[src/source/fetch_align_pkg.sv]
package fetch_align_pkg;

  // Address and data geometry.
  localparam int ADDR_BITS   = 32;  // Byte address.
  localparam int WORD_BITS   = 32;
  localparam int PARCEL_BITS = 16;  // One compressed instruction.

  // Line geometry.
  localparam int LINE_WORDS   = 4;
  localparam int LINE_PARCELS = 8;
  localparam int BANK_PARCELS = 4;  // Parcels per bank per line.

  // Cache geometry.
  localparam int NUM_SETS    = 8;
  localparam int OFFSET_BITS = 4;  // Byte offset within a line.
  localparam int INDEX_BITS  = 3;
  localparam int TAG_BITS    = 25;
  localparam int BEAT_BITS   = 2;  // Word within a line.

  // Refill sequence.
  typedef enum logic [1:0] {
    REFILL_IDLE,
    REFILL_ADDR,
    REFILL_DATA,
    REFILL_LOOKUP
  } refill_state_e;

  // One 32-bit word, seen whole or as two parcels.
  typedef union packed {
    logic [WORD_BITS-1:0] word;
    struct packed {
      logic [PARCEL_BITS-1:0] hi;  // Odd parcel.
      logic [PARCEL_BITS-1:0] lo;  // Even parcel.
    } parcels;
  } fill_word_u;

  // Byte address without its line offset.
  typedef logic [ADDR_BITS-OFFSET_BITS-1:0] line_addr_t;

endpackage

[src/source/line_fill_if.sv]
`timescale 1ns/1ps

interface line_fill_if
  import fetch_align_pkg::*;
();

  // Store to refill.
  logic       miss_o;  // Held request misses.
  line_addr_t miss_line_o;
  logic       busy_o;  // A request is held.

  // Refill to store.
  logic                  fill_we;
  logic [INDEX_BITS-1:0] fill_idx;
  logic [BEAT_BITS-1:0]  fill_beat;
  fill_word_u            fill_word;
  logic                  fill_tag_we;  // With the last beat.
  logic [TAG_BITS-1:0]   fill_tag;
  logic                  relookup;

  modport store (
    output miss_o, miss_line_o, busy_o,
    input  fill_we, fill_idx, fill_beat, fill_word, fill_tag_we, fill_tag, relookup
  );

  modport refill (
    input  miss_o, miss_line_o, busy_o,
    output fill_we, fill_idx, fill_beat, fill_word, fill_tag_we, fill_tag, relookup
  );

endinterface

[src/source/beat_counter.sv]
`timescale 1ns/1ps

module beat_counter
  import fetch_align_pkg::*;
(
  input  logic                 clk_i,
  input  logic                 reset_i,
  input  logic                 clear_i,    // Refill start.
  input  logic                 advance_i,  // R beat accepted.
  output logic [BEAT_BITS-1:0] beat_o,
  output logic                 last_beat_o
);

  logic [BEAT_BITS-1:0] beat_q;

  always_ff @(posedge clk_i) begin
    if (reset_i) begin
      beat_q <= '0;
    end else if (clear_i) begin
      beat_q <= '0;
    end else if (advance_i) begin
      beat_q <= beat_q + 1'b1;  // Wraps after the last word.
    end
  end

  assign beat_o = beat_q;

  // High on the edge that takes the final word of the line.
  assign last_beat_o = advance_i && (beat_q == BEAT_BITS'(LINE_WORDS - 1));

endmodule

[src/source/refill_fsm.sv]
`timescale 1ns/1ps

module refill_fsm
  import fetch_align_pkg::*;
(
  input  logic                 clk_i,
  input  logic                 reset_i,
  output logic [ADDR_BITS-1:0] araddr_o,
  output logic                 arvalid_o,
  input  logic                 arready_i,
  input  logic [WORD_BITS-1:0] rdata_i,
  input  logic                 rvalid_i,
  output logic                 rready_o,
  input  logic [BEAT_BITS-1:0] beat_i,
  input  logic                 last_beat_i,
  output logic                 beat_clear_o,
  output logic                 beat_advance_o,
  line_fill_if.refill          fill
);

  refill_state_e state_q;
  refill_state_e state_d;
  line_addr_t    line_q;  // Line being fetched.
  logic          start;
  logic          beat_done;

  assign start     = (state_q == REFILL_IDLE) && fill.miss_o;
  assign beat_done = rready_o && rvalid_i;

  always_comb begin
    state_d = state_q;
    case (state_q)
      REFILL_IDLE:   if (fill.miss_o) state_d = REFILL_ADDR;
      REFILL_ADDR:   if (arready_i) state_d = REFILL_DATA;
      REFILL_DATA: begin
        if (rvalid_i) state_d = last_beat_i ? REFILL_LOOKUP : REFILL_ADDR;
      end
      REFILL_LOOKUP: state_d = REFILL_IDLE;
      default:       state_d = REFILL_IDLE;
    endcase
  end

  always_ff @(posedge clk_i) begin
    if (reset_i) state_q <= REFILL_IDLE;
    else state_q <= state_d;
  end

  always_ff @(posedge clk_i) begin
    if (start) line_q <= fill.miss_line_o;
  end

  // AXI4-Lite read channels.
  assign arvalid_o = (state_q == REFILL_ADDR);
  assign rready_o  = (state_q == REFILL_DATA);
  assign araddr_o  = {line_q, beat_i, {(OFFSET_BITS - BEAT_BITS){1'b0}}};  // Word aligned.

  assign beat_clear_o   = start;
  assign beat_advance_o = beat_done;

  // Fill writes, one per accepted beat.
  assign fill.fill_we     = beat_done;
  assign fill.fill_idx    = line_q[INDEX_BITS-1:0];
  assign fill.fill_beat   = beat_i;
  assign fill.fill_word   = rdata_i;
  assign fill.fill_tag_we = beat_done && last_beat_i;
  assign fill.fill_tag    = line_q[ADDR_BITS-OFFSET_BITS-1:INDEX_BITS];
  assign fill.relookup    = (state_q == REFILL_LOOKUP);

  a_ar_stable: assert property (@(posedge clk_i) disable iff (reset_i)
    (arvalid_o && !arready_i) |=> (arvalid_o && $stable(araddr_o)));

  // The request stays held for the whole refill.
  a_busy_in_refill: assert property (@(posedge clk_i) disable iff (reset_i)
    (state_q != REFILL_IDLE) |-> fill.busy_o);

endmodule

[src/source/parcel_bank_store.sv]
`timescale 1ns/1ps

module parcel_bank_store
  import fetch_align_pkg::*;
(
  input  logic                 clk_i,
  input  logic                 reset_i,
  input  logic                 flush_i,
  input  logic                 req_valid_i,
  input  logic [ADDR_BITS-1:0] req_addr_i,
  output logic                 req_ready_o,
  output logic                 rsp_valid_o,
  output logic [WORD_BITS-1:0] rsp_instr_o,
  output logic                 rsp_compressed_o,
  input  logic                 rsp_ready_i,
  line_fill_if.store           fill
);

  // Even parcels in one bank, odd parcels in the other.
  logic [PARCEL_BITS-1:0] even_bank [NUM_SETS][BANK_PARCELS];
  logic [PARCEL_BITS-1:0] odd_bank  [NUM_SETS][BANK_PARCELS];
  logic [TAG_BITS-1:0]    tag_mem   [NUM_SETS];
  logic [NUM_SETS-1:0]    valid_q;

  logic                 held_q;  // Request held.
  logic                 look_q;  // Lookup this cycle.
  logic                 miss_q;
  logic [ADDR_BITS-1:0] req_addr_q;
  line_addr_t           miss_line_q;

  line_addr_t             line0;
  line_addr_t             line1;  // Line after line0.
  logic [INDEX_BITS-1:0]  idx0;
  logic [INDEX_BITS-1:0]  idx1;
  logic [OFFSET_BITS-2:0] parcel_idx;
  logic [BEAT_BITS-1:0]   odd_slot;
  logic [BEAT_BITS-1:0]   even_slot;
  logic [INDEX_BITS-1:0]  even_idx;
  logic [PARCEL_BITS-1:0] even_parcel;
  logic [PARCEL_BITS-1:0] odd_parcel;
  logic                   need_next;  // Window crosses into line1.
  logic                   hit0;
  logic                   hit1;
  logic                   hit;
  logic                   accept;
  fill_word_u             window;

  assign req_ready_o = !held_q;
  assign accept      = req_valid_i && req_ready_o;

  // Decode of the held address.
  assign line0      = req_addr_q[ADDR_BITS-1:OFFSET_BITS];
  assign line1      = line0 + 1'b1;  // Tag carries on set wrap.
  assign idx0       = line0[INDEX_BITS-1:0];
  assign idx1       = line1[INDEX_BITS-1:0];
  assign parcel_idx = req_addr_q[OFFSET_BITS-1:1];
  assign need_next  = (parcel_idx == (OFFSET_BITS-1)'(LINE_PARCELS - 1));

  // Odd bank always reads from line0. Even bank steps a slot for odd p.
  assign odd_slot  = parcel_idx[OFFSET_BITS-2:1];
  assign even_slot = odd_slot + BEAT_BITS'(parcel_idx[0]);
  assign even_idx  = need_next ? idx1 : idx0;

  assign even_parcel = even_bank[even_idx][even_slot];
  assign odd_parcel  = odd_bank[idx0][odd_slot];

  always_comb begin
    if (parcel_idx[0]) begin
      window.parcels.lo = odd_parcel;
      window.parcels.hi = even_parcel;
    end else begin
      window.parcels.lo = even_parcel;
      window.parcels.hi = odd_parcel;
    end
  end

  // Tag check on both candidate lines.
  assign hit0 = valid_q[idx0] && (tag_mem[idx0] == line0[ADDR_BITS-OFFSET_BITS-1:INDEX_BITS]);
  assign hit1 = valid_q[idx1] && (tag_mem[idx1] == line1[ADDR_BITS-OFFSET_BITS-1:INDEX_BITS]);
  assign hit  = look_q && hit0 && (!need_next || hit1);

  assign fill.miss_o      = miss_q;
  assign fill.miss_line_o = miss_line_q;
  assign fill.busy_o      = held_q;

  // Bank and tag writes.
  always_ff @(posedge clk_i) begin
    if (fill.fill_we) begin
      even_bank[fill.fill_idx][fill.fill_beat] <= fill.fill_word.parcels.lo;
      odd_bank[fill.fill_idx][fill.fill_beat]  <= fill.fill_word.parcels.hi;
    end
    if (fill.fill_tag_we) tag_mem[fill.fill_idx] <= fill.fill_tag;
  end

  always_ff @(posedge clk_i) begin
    if (reset_i) begin
      valid_q <= '0;
    end else begin
      if (flush_i) valid_q <= '0;
      if (fill.fill_tag_we) valid_q[fill.fill_idx] <= 1'b1;  // Refill in flight still lands.
    end
  end

  // Request control.
  always_ff @(posedge clk_i) begin
    if (reset_i) begin
      held_q      <= 1'b0;
      look_q      <= 1'b0;
      miss_q      <= 1'b0;
      rsp_valid_o <= 1'b0;
    end else begin
      if (accept) begin
        held_q <= 1'b1;
        look_q <= 1'b1;
      end
      if (look_q) begin
        look_q <= 1'b0;
        if (hit) rsp_valid_o <= 1'b1;
        else miss_q <= 1'b1;
      end
      if (fill.relookup) begin
        miss_q <= 1'b0;
        look_q <= 1'b1;  // Check again next cycle.
      end
      if (rsp_valid_o && rsp_ready_i) begin
        rsp_valid_o <= 1'b0;
        held_q      <= 1'b0;
      end
    end
  end

  always_ff @(posedge clk_i) begin
    if (accept) req_addr_q <= req_addr_i;
    if (look_q && !hit) miss_line_q <= hit0 ? line1 : line0;  // Missing line0 goes first.
    if (hit) begin
      rsp_instr_o      <= window.word;
      rsp_compressed_o <= (window.word[1:0] != 2'b11);
    end
  end

  a_req_aligned: assert property (@(posedge clk_i) disable iff (reset_i)
    accept |-> !req_addr_i[0]);

  // Response holds under back-pressure.
  a_rsp_hold: assert property (@(posedge clk_i) disable iff (reset_i)
    (rsp_valid_o && !rsp_ready_i) |=>
      (rsp_valid_o && $stable(rsp_instr_o) && $stable(rsp_compressed_o)));

endmodule

[src/source/fetch_align.sv]
`timescale 1ns/1ps

module fetch_align
  import fetch_align_pkg::*;
(
  input  logic                 clk_i,
  input  logic                 reset_i,
  input  logic                 flush_i,
  // Fetch request.
  input  logic                 req_valid_i,
  input  logic [ADDR_BITS-1:0] req_addr_i,
  output logic                 req_ready_o,
  // Fetch response.
  output logic                 rsp_valid_o,
  output logic [WORD_BITS-1:0] rsp_instr_o,
  output logic                 rsp_compressed_o,
  input  logic                 rsp_ready_i,
  // AXI4-Lite read address channel.
  output logic [ADDR_BITS-1:0] araddr_o,
  output logic                 arvalid_o,
  input  logic                 arready_i,
  // AXI4-Lite read data channel.
  input  logic [WORD_BITS-1:0] rdata_i,
  input  logic                 rvalid_i,
  output logic                 rready_o
);

  logic [BEAT_BITS-1:0] beat;
  logic                 last_beat;
  logic                 beat_clear;
  logic                 beat_advance;

  line_fill_if u_line_fill ();

  parcel_bank_store u_parcel_bank_store (
    .clk_i           (clk_i),
    .reset_i         (reset_i),
    .flush_i         (flush_i),
    .req_valid_i     (req_valid_i),
    .req_addr_i      (req_addr_i),
    .req_ready_o     (req_ready_o),
    .rsp_valid_o     (rsp_valid_o),
    .rsp_instr_o     (rsp_instr_o),
    .rsp_compressed_o(rsp_compressed_o),
    .rsp_ready_i     (rsp_ready_i),
    .fill            (u_line_fill.store)
  );

  refill_fsm u_refill_fsm (
    .clk_i         (clk_i),
    .reset_i       (reset_i),
    .araddr_o      (araddr_o),
    .arvalid_o     (arvalid_o),
    .arready_i     (arready_i),
    .rdata_i       (rdata_i),
    .rvalid_i      (rvalid_i),
    .rready_o      (rready_o),
    .beat_i        (beat),
    .last_beat_i   (last_beat),
    .beat_clear_o  (beat_clear),
    .beat_advance_o(beat_advance),
    .fill          (u_line_fill.refill)
  );

  beat_counter u_beat_counter (
    .clk_i      (clk_i),
    .reset_i    (reset_i),
    .clear_i    (beat_clear),
    .advance_i  (beat_advance),
    .beat_o     (beat),
    .last_beat_o(last_beat)
  );

endmodule

[config.mk]
export PLATFORM = sky130hd
export DESIGN_NAME = fetch_align
export DESIGN_NICKNAME = d
export VERILOG_FILES = /design/src/source/fetch_align_pkg.sv /design/src/source/line_fill_if.sv /design/src/source/beat_counter.sv /design/src/source/refill_fsm.sv /design/src/source/parcel_bank_store.sv /design/src/source/fetch_align.sv
export SDC_FILE = /design/constraint.sdc
export NUM_CORES = 2
export LEC_CHECK = 0
export BUFFER_PORTS_ARGS = -buffer_cell sky130_fd_sc_hd__buf_2
export CAP_MARGIN = 15
export CORE_MARGIN = 8
export CORE_UTILIZATION = 47
export DETAILED_ROUTE_END_ITERATION = 10
export SETUP_SLACK_MARGIN = 0.2
export SLEW_MARGIN = 5
export SYNTH_ARGS = -nofsm -noshare
export SYNTH_HDL_FRONTEND = slang
export SYNTH_SLANG_ARGS = --single-unit
[constraint.sdc]
create_clock -name clk_i -period 10.1 [get_ports clk_i]
set_clock_uncertainty 0.05 [all_clocks]
set_input_delay 2.02 -clock clk_i [delete_from_list [all_inputs] [get_ports clk_i]]
set_output_delay 2.02 -clock clk_i [all_outputs]
set_load 0.005 [all_outputs]
Word-level counts from Yosys, hierarchy flattened
Memory sizes are Yosys's and may differ from the RTL's. A register that Yosys moved wholly into a read port is not among the register bits.
Index checks and enable logic that the tools add are counted.
{"block": "classes", "addsub": 3, "order_cmp": 8, "n_eq_ne": 11, "muxes": 34, "bitwise": 5, "n_reduce_logical": 24}
{"op": "two-way mux 16 bit", "n": 5}
{"op": "binary-select mux 16 bit (select 2 bit)", "n": 2}
{"op": "two-way mux 64 bit", "n": 1}
{"op": "equality test 25 bit", "n": 2}
{"op": "demux 16 bit (select 2 bit)", "n": 1}
{"op": "two-way mux 32 bit", "n": 1}
{"op": "adder 28 x 1 -> 28 bit (second input constant)", "n": 1}
{"op": "two-way mux 28 bit", "n": 1}
{"op": "two-way mux 8 bit", "n": 3}
{"op": "logical AND 1 bit", "n": 13}
{"op": "less-than comparator 3 x 4 -> 1 bit (second input constant)", "n": 3}
{"op": ">= comparator 3 bit (second input constant)", "n": 3}
{"op": "two-way mux 1 bit", "n": 9}
{"op": "two-way mux 3 bit", "n": 3}
{"op": "inverter 2 -> 3 bit", "n": 3}
{"op": "two-way mux 2 bit", "n": 4}
{"op": "OR 8 bit", "n": 1}
{"op": "one-hot mux 2 bit (4 select lines)", "n": 1}
{"op": "binary-select mux 1 bit (select 3 bit)", "n": 2}
{"op": "equality test 2 bit (second input constant)", "n": 3}
{"op": "!= test 2 bit (second input constant)", "n": 3}
{"op": "OR reduction 2 bit", "n": 3}
{"op": "AND reduction 2 bit", "n": 2}
{"op": "demux 1 bit (select 3 bit)", "n": 1}
{"op": "12 further kinds", "n": 14}
{"block": "word_totals", "reg_bits": 137, "ram_bits": 1224, "inputBits": 71, "out_inout_bits": 69, "elab_cells": 100, "n_memories": 3}
{"memory": "u_parcel_bank_store.even_bank", "words": 8, "width": 64, "read_ports": 1, "rd_ports_with_merged_regs": 0, "wr": 1, "line_no": "parcel_bank_store.sv:20", "text": "logic [PARCEL_BITS-1:0] even_bank [NUM_SETS][BANK_PARCELS];"}
{"memory": "u_parcel_bank_store.odd_bank", "words": 8, "width": 64, "read_ports": 1, "rd_ports_with_merged_regs": 1, "wr": 1, "line_no": "parcel_bank_store.sv:21", "text": "logic [PARCEL_BITS-1:0] odd_bank [NUM_SETS][BANK_PARCELS];"}
{"memory": "u_parcel_bank_store.tag_mem", "words": 8, "width": 25, "read_ports": 2, "rd_ports_with_merged_regs": 1, "wr": 1, "line_no": "parcel_bank_store.sv:22", "text": "logic [TAG_BITS-1:0] tag_mem [NUM_SETS];"}

Logic depth before layout (Yosys ltp)
{"block": "depth", "word_depth": 8, "mapped_depth": 14, "ltp_nobuf": 10}

Cells and area by module
From an unflattened synthesis, not the netlist that was laid out.
{"block": "hier_totals", "hier_cells": 2647, "hier_area_um2": 55863.6}
{"module": "parcel_bank_store", "instances": 1, "cells_each": 2527, "area_each_um2": 54285.8}
{"module": "refill_fsm", "instances": 1, "cells_each": 112, "area_each_um2": 1478.9}
{"module": "beat_counter", "instances": 1, "cells_each": 8, "area_each_um2": 98.8}

Worst setup path before layout
OpenSTA, ideal clock, no wires.
{"block": "synth_path", "kind": "input to register", "from": "in rvalid_i", "to": "mem u_parcel_bank_store.even_bank[7][0] (netlist bit) (enable)", "t_arrival_ns": 4.991, "required_ns": 9.576, "slack_ns": 4.585, "path_stages": 4, "path_buffers": 1, "path_cell_list": "and2_1 clkbuf_1 nand2_1 nor2_1"}
{"block": "synth_via", "elab_chain_cells": 3}
{"item": "from (decl)", "line_no": "fetch_align.sv:24", "text": "input logic rvalid_i,"}
{"item": "logical AND 1 bit", "line_no": "refill_fsm.sv:28", "text": "assign beat_done = rready_o && rvalid_i;"}
{"item": "two-way mux 1 bit", "line_no": "parcel_bank_store.sv:88", "text": "if (fill.fill_we) begin"}
{"item": "two-way mux 64 bit (implied by the code)", "line_no": "parcel_bank_store.sv:89", "text": "even_bank[fill.fill_idx][fill.fill_beat] <= fill.fill_word.parcels.lo;"}
{"item": "to (decl)", "line_no": "parcel_bank_store.sv:20"}
No other way between the ends.

Final worst setup path
{"block": "layout_path", "from": "reg u_parcel_bank_store.req_addr_q[4]", "to": "reg u_parcel_bank_store.rsp_instr_o[31] (enable)"}
{"block": "layout_via", "elab_chain_cells": 6}
{"item": "from (decl)", "line_no": "parcel_bank_store.sv:28", "text": "logic [ADDR_BITS-1:0] req_addr_q;"}
{"item": "from (signal assigned)", "line_no": "parcel_bank_store.sv:133", "text": "if (accept) req_addr_q <= req_addr_i;"}
{"item": "adder 28 x 1 -> 28 bit", "line_no": "parcel_bank_store.sv:53", "text": "assign line1 = line0 + 1'b1;"}
{"item": "memory read (8 x 25 bit) / binary-select mux 1 bit (select 3 bit) (equally long branches)"}
{"item": "equality test 25 bit / two-way mux 1 bit (equally long branches)", "line_no": "parcel_bank_store.sv:79", "text": "assign hit1 = valid_q[idx1] && (tag_mem[idx1] == line1[ADDR_BITS-OFFSET_BITS-1:INDEX_BITS]);"}
{"item": "logical AND 1 bit", "line_no": "parcel_bank_store.sv:79"}
{"item": "logical OR 1 bit", "line_no": "parcel_bank_store.sv:80", "text": "assign hit = look_q && hit0 && (!need_next || hit1);"}
{"item": "logical AND 1 bit *", "line_no": "parcel_bank_store.sv:80"}
{"item": "named net u_parcel_bank_store.hit", "line_no": "parcel_bank_store.sv:44", "text": "logic hit;"}
{"item": "to (signal assigned)", "line_no": "parcel_bank_store.sv:136", "text": "rsp_instr_o <= window.word;"}
{"item": "to (decl)", "line_no": "parcel_bank_store.sv:13", "text": "output logic [WORD_BITS-1:0] rsp_instr_o,"}
Mark *: on every way through the listed nets, which the timed path passes. The rest lies on a longest branch. The select of a mux whose other input is x is not followed.
A chain may end at the register's enable or synchronous reset.

==> flow_metrics.py <==
metrics = {
    "power_and_ir_drop": {
        "comb_power_share_pct": 6.9,
        "p_switching_mw": 2.64,
        "p_clk_share_pct": 41.1,
        "power.internal_mw": 9.47,
        "switching_share_pct": 21.8,
        "irDropWorstVdd_mv": 0.196,
        "p_per_area_mw_per_mm2": 196,
        "p_leak_nw": 19.5,
        "seqPwrFrac_pct": 52.0,
    },
    "timing": {
        "finalSetupTns_ns": 0,
        "setup_violations": 0,
        "max_slew.worst_pin.slew_ns": 1.16,
        "slew_violations": 0,
        "relSlewSlack_pct": 22.6,
        "hold_viol_final": 0,
        "rsz0062_at_grt": "no",
        "min_period_ns": 5.66,
        "fmax_mhz": 177,
        "min_period_over_period_pct": 56.0,
    },
    "route": {
        "drt_iter0_drc": 2982,
        "wire_per_inst_um": 31.8,
        "drtAntennaViolNets": 0,
        "drc_errors": 0,
        "num_vias": 26300,
        "first_pass_iters": 5,
        "viasPerCell": 6.10,
        "wl_um": 137000,
    },
    "die": {
        "die_x_um": 357,
        "ios": 140,
        "num_rows": 125,
        "die-area_sq_mm": 0.127,
        "die_h_um": 357,
        "initial_core_util_pct": 47.2,
        "core_sq_mm": 0.116,
    },
    "synth": {
        "yosys-top-cells-area": "edfxtp_1, mux4_2, mux2i_1",
        "synth_top_area_share_pct": 74.0,
        "syn_inst": 2467,
        "synth_top_flop_cell": "edfxtp_1",
        "yosysWarnings": 0,
        "synth.largest_area_cell": "edfxtp_1",
        "synth_edf_count": 1344,
        "synth_cell_types": 60,
        "syn_area_sq_mm": 0.0546,
        "seq_area_frac_synth_pct": 74.7,
        "avgSynthCellArea_sq_um": 22.1,
        "ys_ff_latch": 1363,
        "async_reset_ff_share_pct": 0,
    },
    "global_route": {
        "grt_max_degree": 165,
        "grt_use_total_pct": 21.5,
        "grt_pass1_wl_um": 196000,
        "antenna_found_initial": 8,
        "grt_pass1_vias": 27600,
        "globalRoute.totalOverflow": 0,
    },
    "setup_path": {
        "r2r_start": "u_parcel_bank_store.req_addr_q[4]$_DFFE_PP_",
        "setup.worst_path.end_class": "flop",
        "start_kind": "flop",
        "crit_fanout": 36,
        "crit_path_start": "u_parcel_bank_store.req_addr_q[4]$_DFFE_PP_",
        "r2r_setup_slack_ns": 4.44,
        "critPathKind": "reg -> reg",
        "crit_arrival_ns": 5.97,
        "crit_required_ns": 10.41,
    },
    "clock_network": {
        "cts_buffers": 142,
        "post_cts_buffers": 0,
        "cts-root-buf": "clkbuf_16",
        "clk_latency_ns": 0.74,
        "cts.htree.levels": 4,
        "cts_buffer_depth": 3,
        "ctsResizeCount": 0,
        "hold_buffers": 0,
        "cts_tree": "done",
        "clkSinkCount": 1363,
        "clk_pin_slew_ns": 0.06,
    },
    "hold_path": {
        "min_path_type": "reg -> reg",
        "worstHoldStart": "u_parcel_bank_store.fill.miss_line_o[2]$_DFFE_PP_",
    },
    "finish": {
        "areaGrowthSynthToFinish_pct": 13.2,
        "final_common_cell": "edfxtp_1",
        "drive_gt1_share_pct": 31.0,
        "fin_cells": 4305,
        "fin_nets": 2745,
        "final_cell_mix": "edfxtp_1, mux4_2, clkbuf_16, buf_2, mux2i_1",
        "diodes": 0,
        "fill_cells": 8834,
    },
    "place": {
        "placedCellCount": 4047,
        "place_congestion": 0.883,
        "hpwl_um": 73200,
        "portBuffers": 136,
    },
    "run": {
        "maxCapViolCount": 0,
    },
    "status": {
        "status": "complete, no violations",
    },
}
[synthesized netlist by cell type (all sizes together), types with 2 or more instances]
cell type and instances:
and2 4, and4 2, edfxtp 1344, o211ai 3, clkbuf 68, or3b 3
xor2 33, buf 77, a221oi 8, and3 6, mux2i 133, nand2 44
xnor2 65, mux2 22, o21ai 7, a22oi 3, nand2b 2, nor4b 3
nand3b 6, o22ai 8, a21oi 20, inv 9, nand4 15, or3 3
nor3b 3, nor2b 9, nor4 11, nand3 24, a31oi 5, dfxtp 19
nor3 12, ha 7, mux4 400, nor2 71, a2bb2oi 3
[stage by stage]
| step | cell area, sq um | hold slack, ns | util (%) | total power, mW | setup WS (ns) |
|---|---|---|---|---|---|
| after CTS | 61800 | 0.368 | 53.4 | 12.2 | 4.42 |
| after floorplan | 54600 | 0.350 | - | 6.97 | 4.58 |
| after global routing | 61800 | 0.371 | 53.4 | 12.5 | 4.15 |
| after detailed placement | 57300 | 0.355 | 49.5 | 7.26 | 4.43 |
| after global placement | 57300 | 0.351 | 49.5 | 7.25 | 4.43 |
| final | 61800 | 0.369 | 53.4 | 12.1 | 4.44 |
[critical path: stages, from the launching register on]
cell and delay (ns):
edfxtp_1 0.35, buf_4 0.24, ha_4 0.61, buf_4 0.67, mux4_2 0.60, mux2i_1 0.28, xnor2_1 0.20, xnor2_1 0.11
nor4b_1 0.31, a21oi_1 0.06, or3_1 0.43, o21ai_1 0.34, and3_2 0.86
[flip-flops by register name (all words and copies together) (netlist names), 8 cells and up, named ones only]
register and count:
u_parcel_bank_store.rsp_instr_o 32, u_parcel_bank_store.fill.miss_line_o 28, u_refill_fsm.line_q 28, u_parcel_bank_store.even_bank 512, u_parcel_bank_store.valid_q 8, u_parcel_bank_store.req_addr_q 31, u_parcel_bank_store.tag_mem 200, u_parcel_bank_store.odd_bank 512
[cell families (layout without fill, tap and decap cells)]
group | count (synthesis) | in the layout | synth area share [%]
DFF | 1363 | 1363 | 74.7
AOI/OAI and AO/OA | 65 | 65 | 0.786
muxes | 555 | 555 | 19.4
other | 1 | 2 | 0.00687
and+or+nand+nor | 224 | 224 | 2.08
xor gates and xnor gates | 98 | 98 | 1.59
buffers and inverters | 154 | 467 | 1.32
adders and majority gates | 7 | 7 | 0.160
[layout make-up]
cell class	count	area (sq um)	share of cell area, %
Sequential cell	1363	40800	66.0
Clock buffer	183	3820	6.19
Inverter	9	33.8	0.0547
Clock inverter	75	613	0.992
Multi-Input combinational cell	951	13500	21.8
Timing Repair Buffer	200	1200	1.94
Tap cell	1524	1910	3.09
[final timing paths]
check,end,cells after the start
max,u_parcel_bank_store.rsp_instr_o[31]$_DFFE_PP_,12
min,u_refill_fsm.line_q[2]$_DFFE_PP_,0
max reg2reg,u_parcel_bank_store.rsp_instr_o[31]$_DFFE_PP_,12
min reg2reg,u_refill_fsm.line_q[2]$_DFFE_PP_,0
[routing by layer]
layer  GRT usage, %  up-vias  routed length, um
met5              0        -                  0
met4           5.85        0               3190
met3           3.87      211              10100
met2           34.9     1039              66700
met1           30.2    14200              56800
li1               -    10800                  -
[power groups by stage]
stage          clock (mW)  sequential [mW]  combinational [mW]
6_report             4.97             6.29               0.837
4_1_cts              5.08             6.29               0.853
3_3_place_gp            0             6.41               0.835
3_5_place_dp            0             6.41               0.850
2_1_floorplan           0             6.38               0.592
5_1_grt              5.29             6.30               0.894
Power figures use the tool's default switching activity.
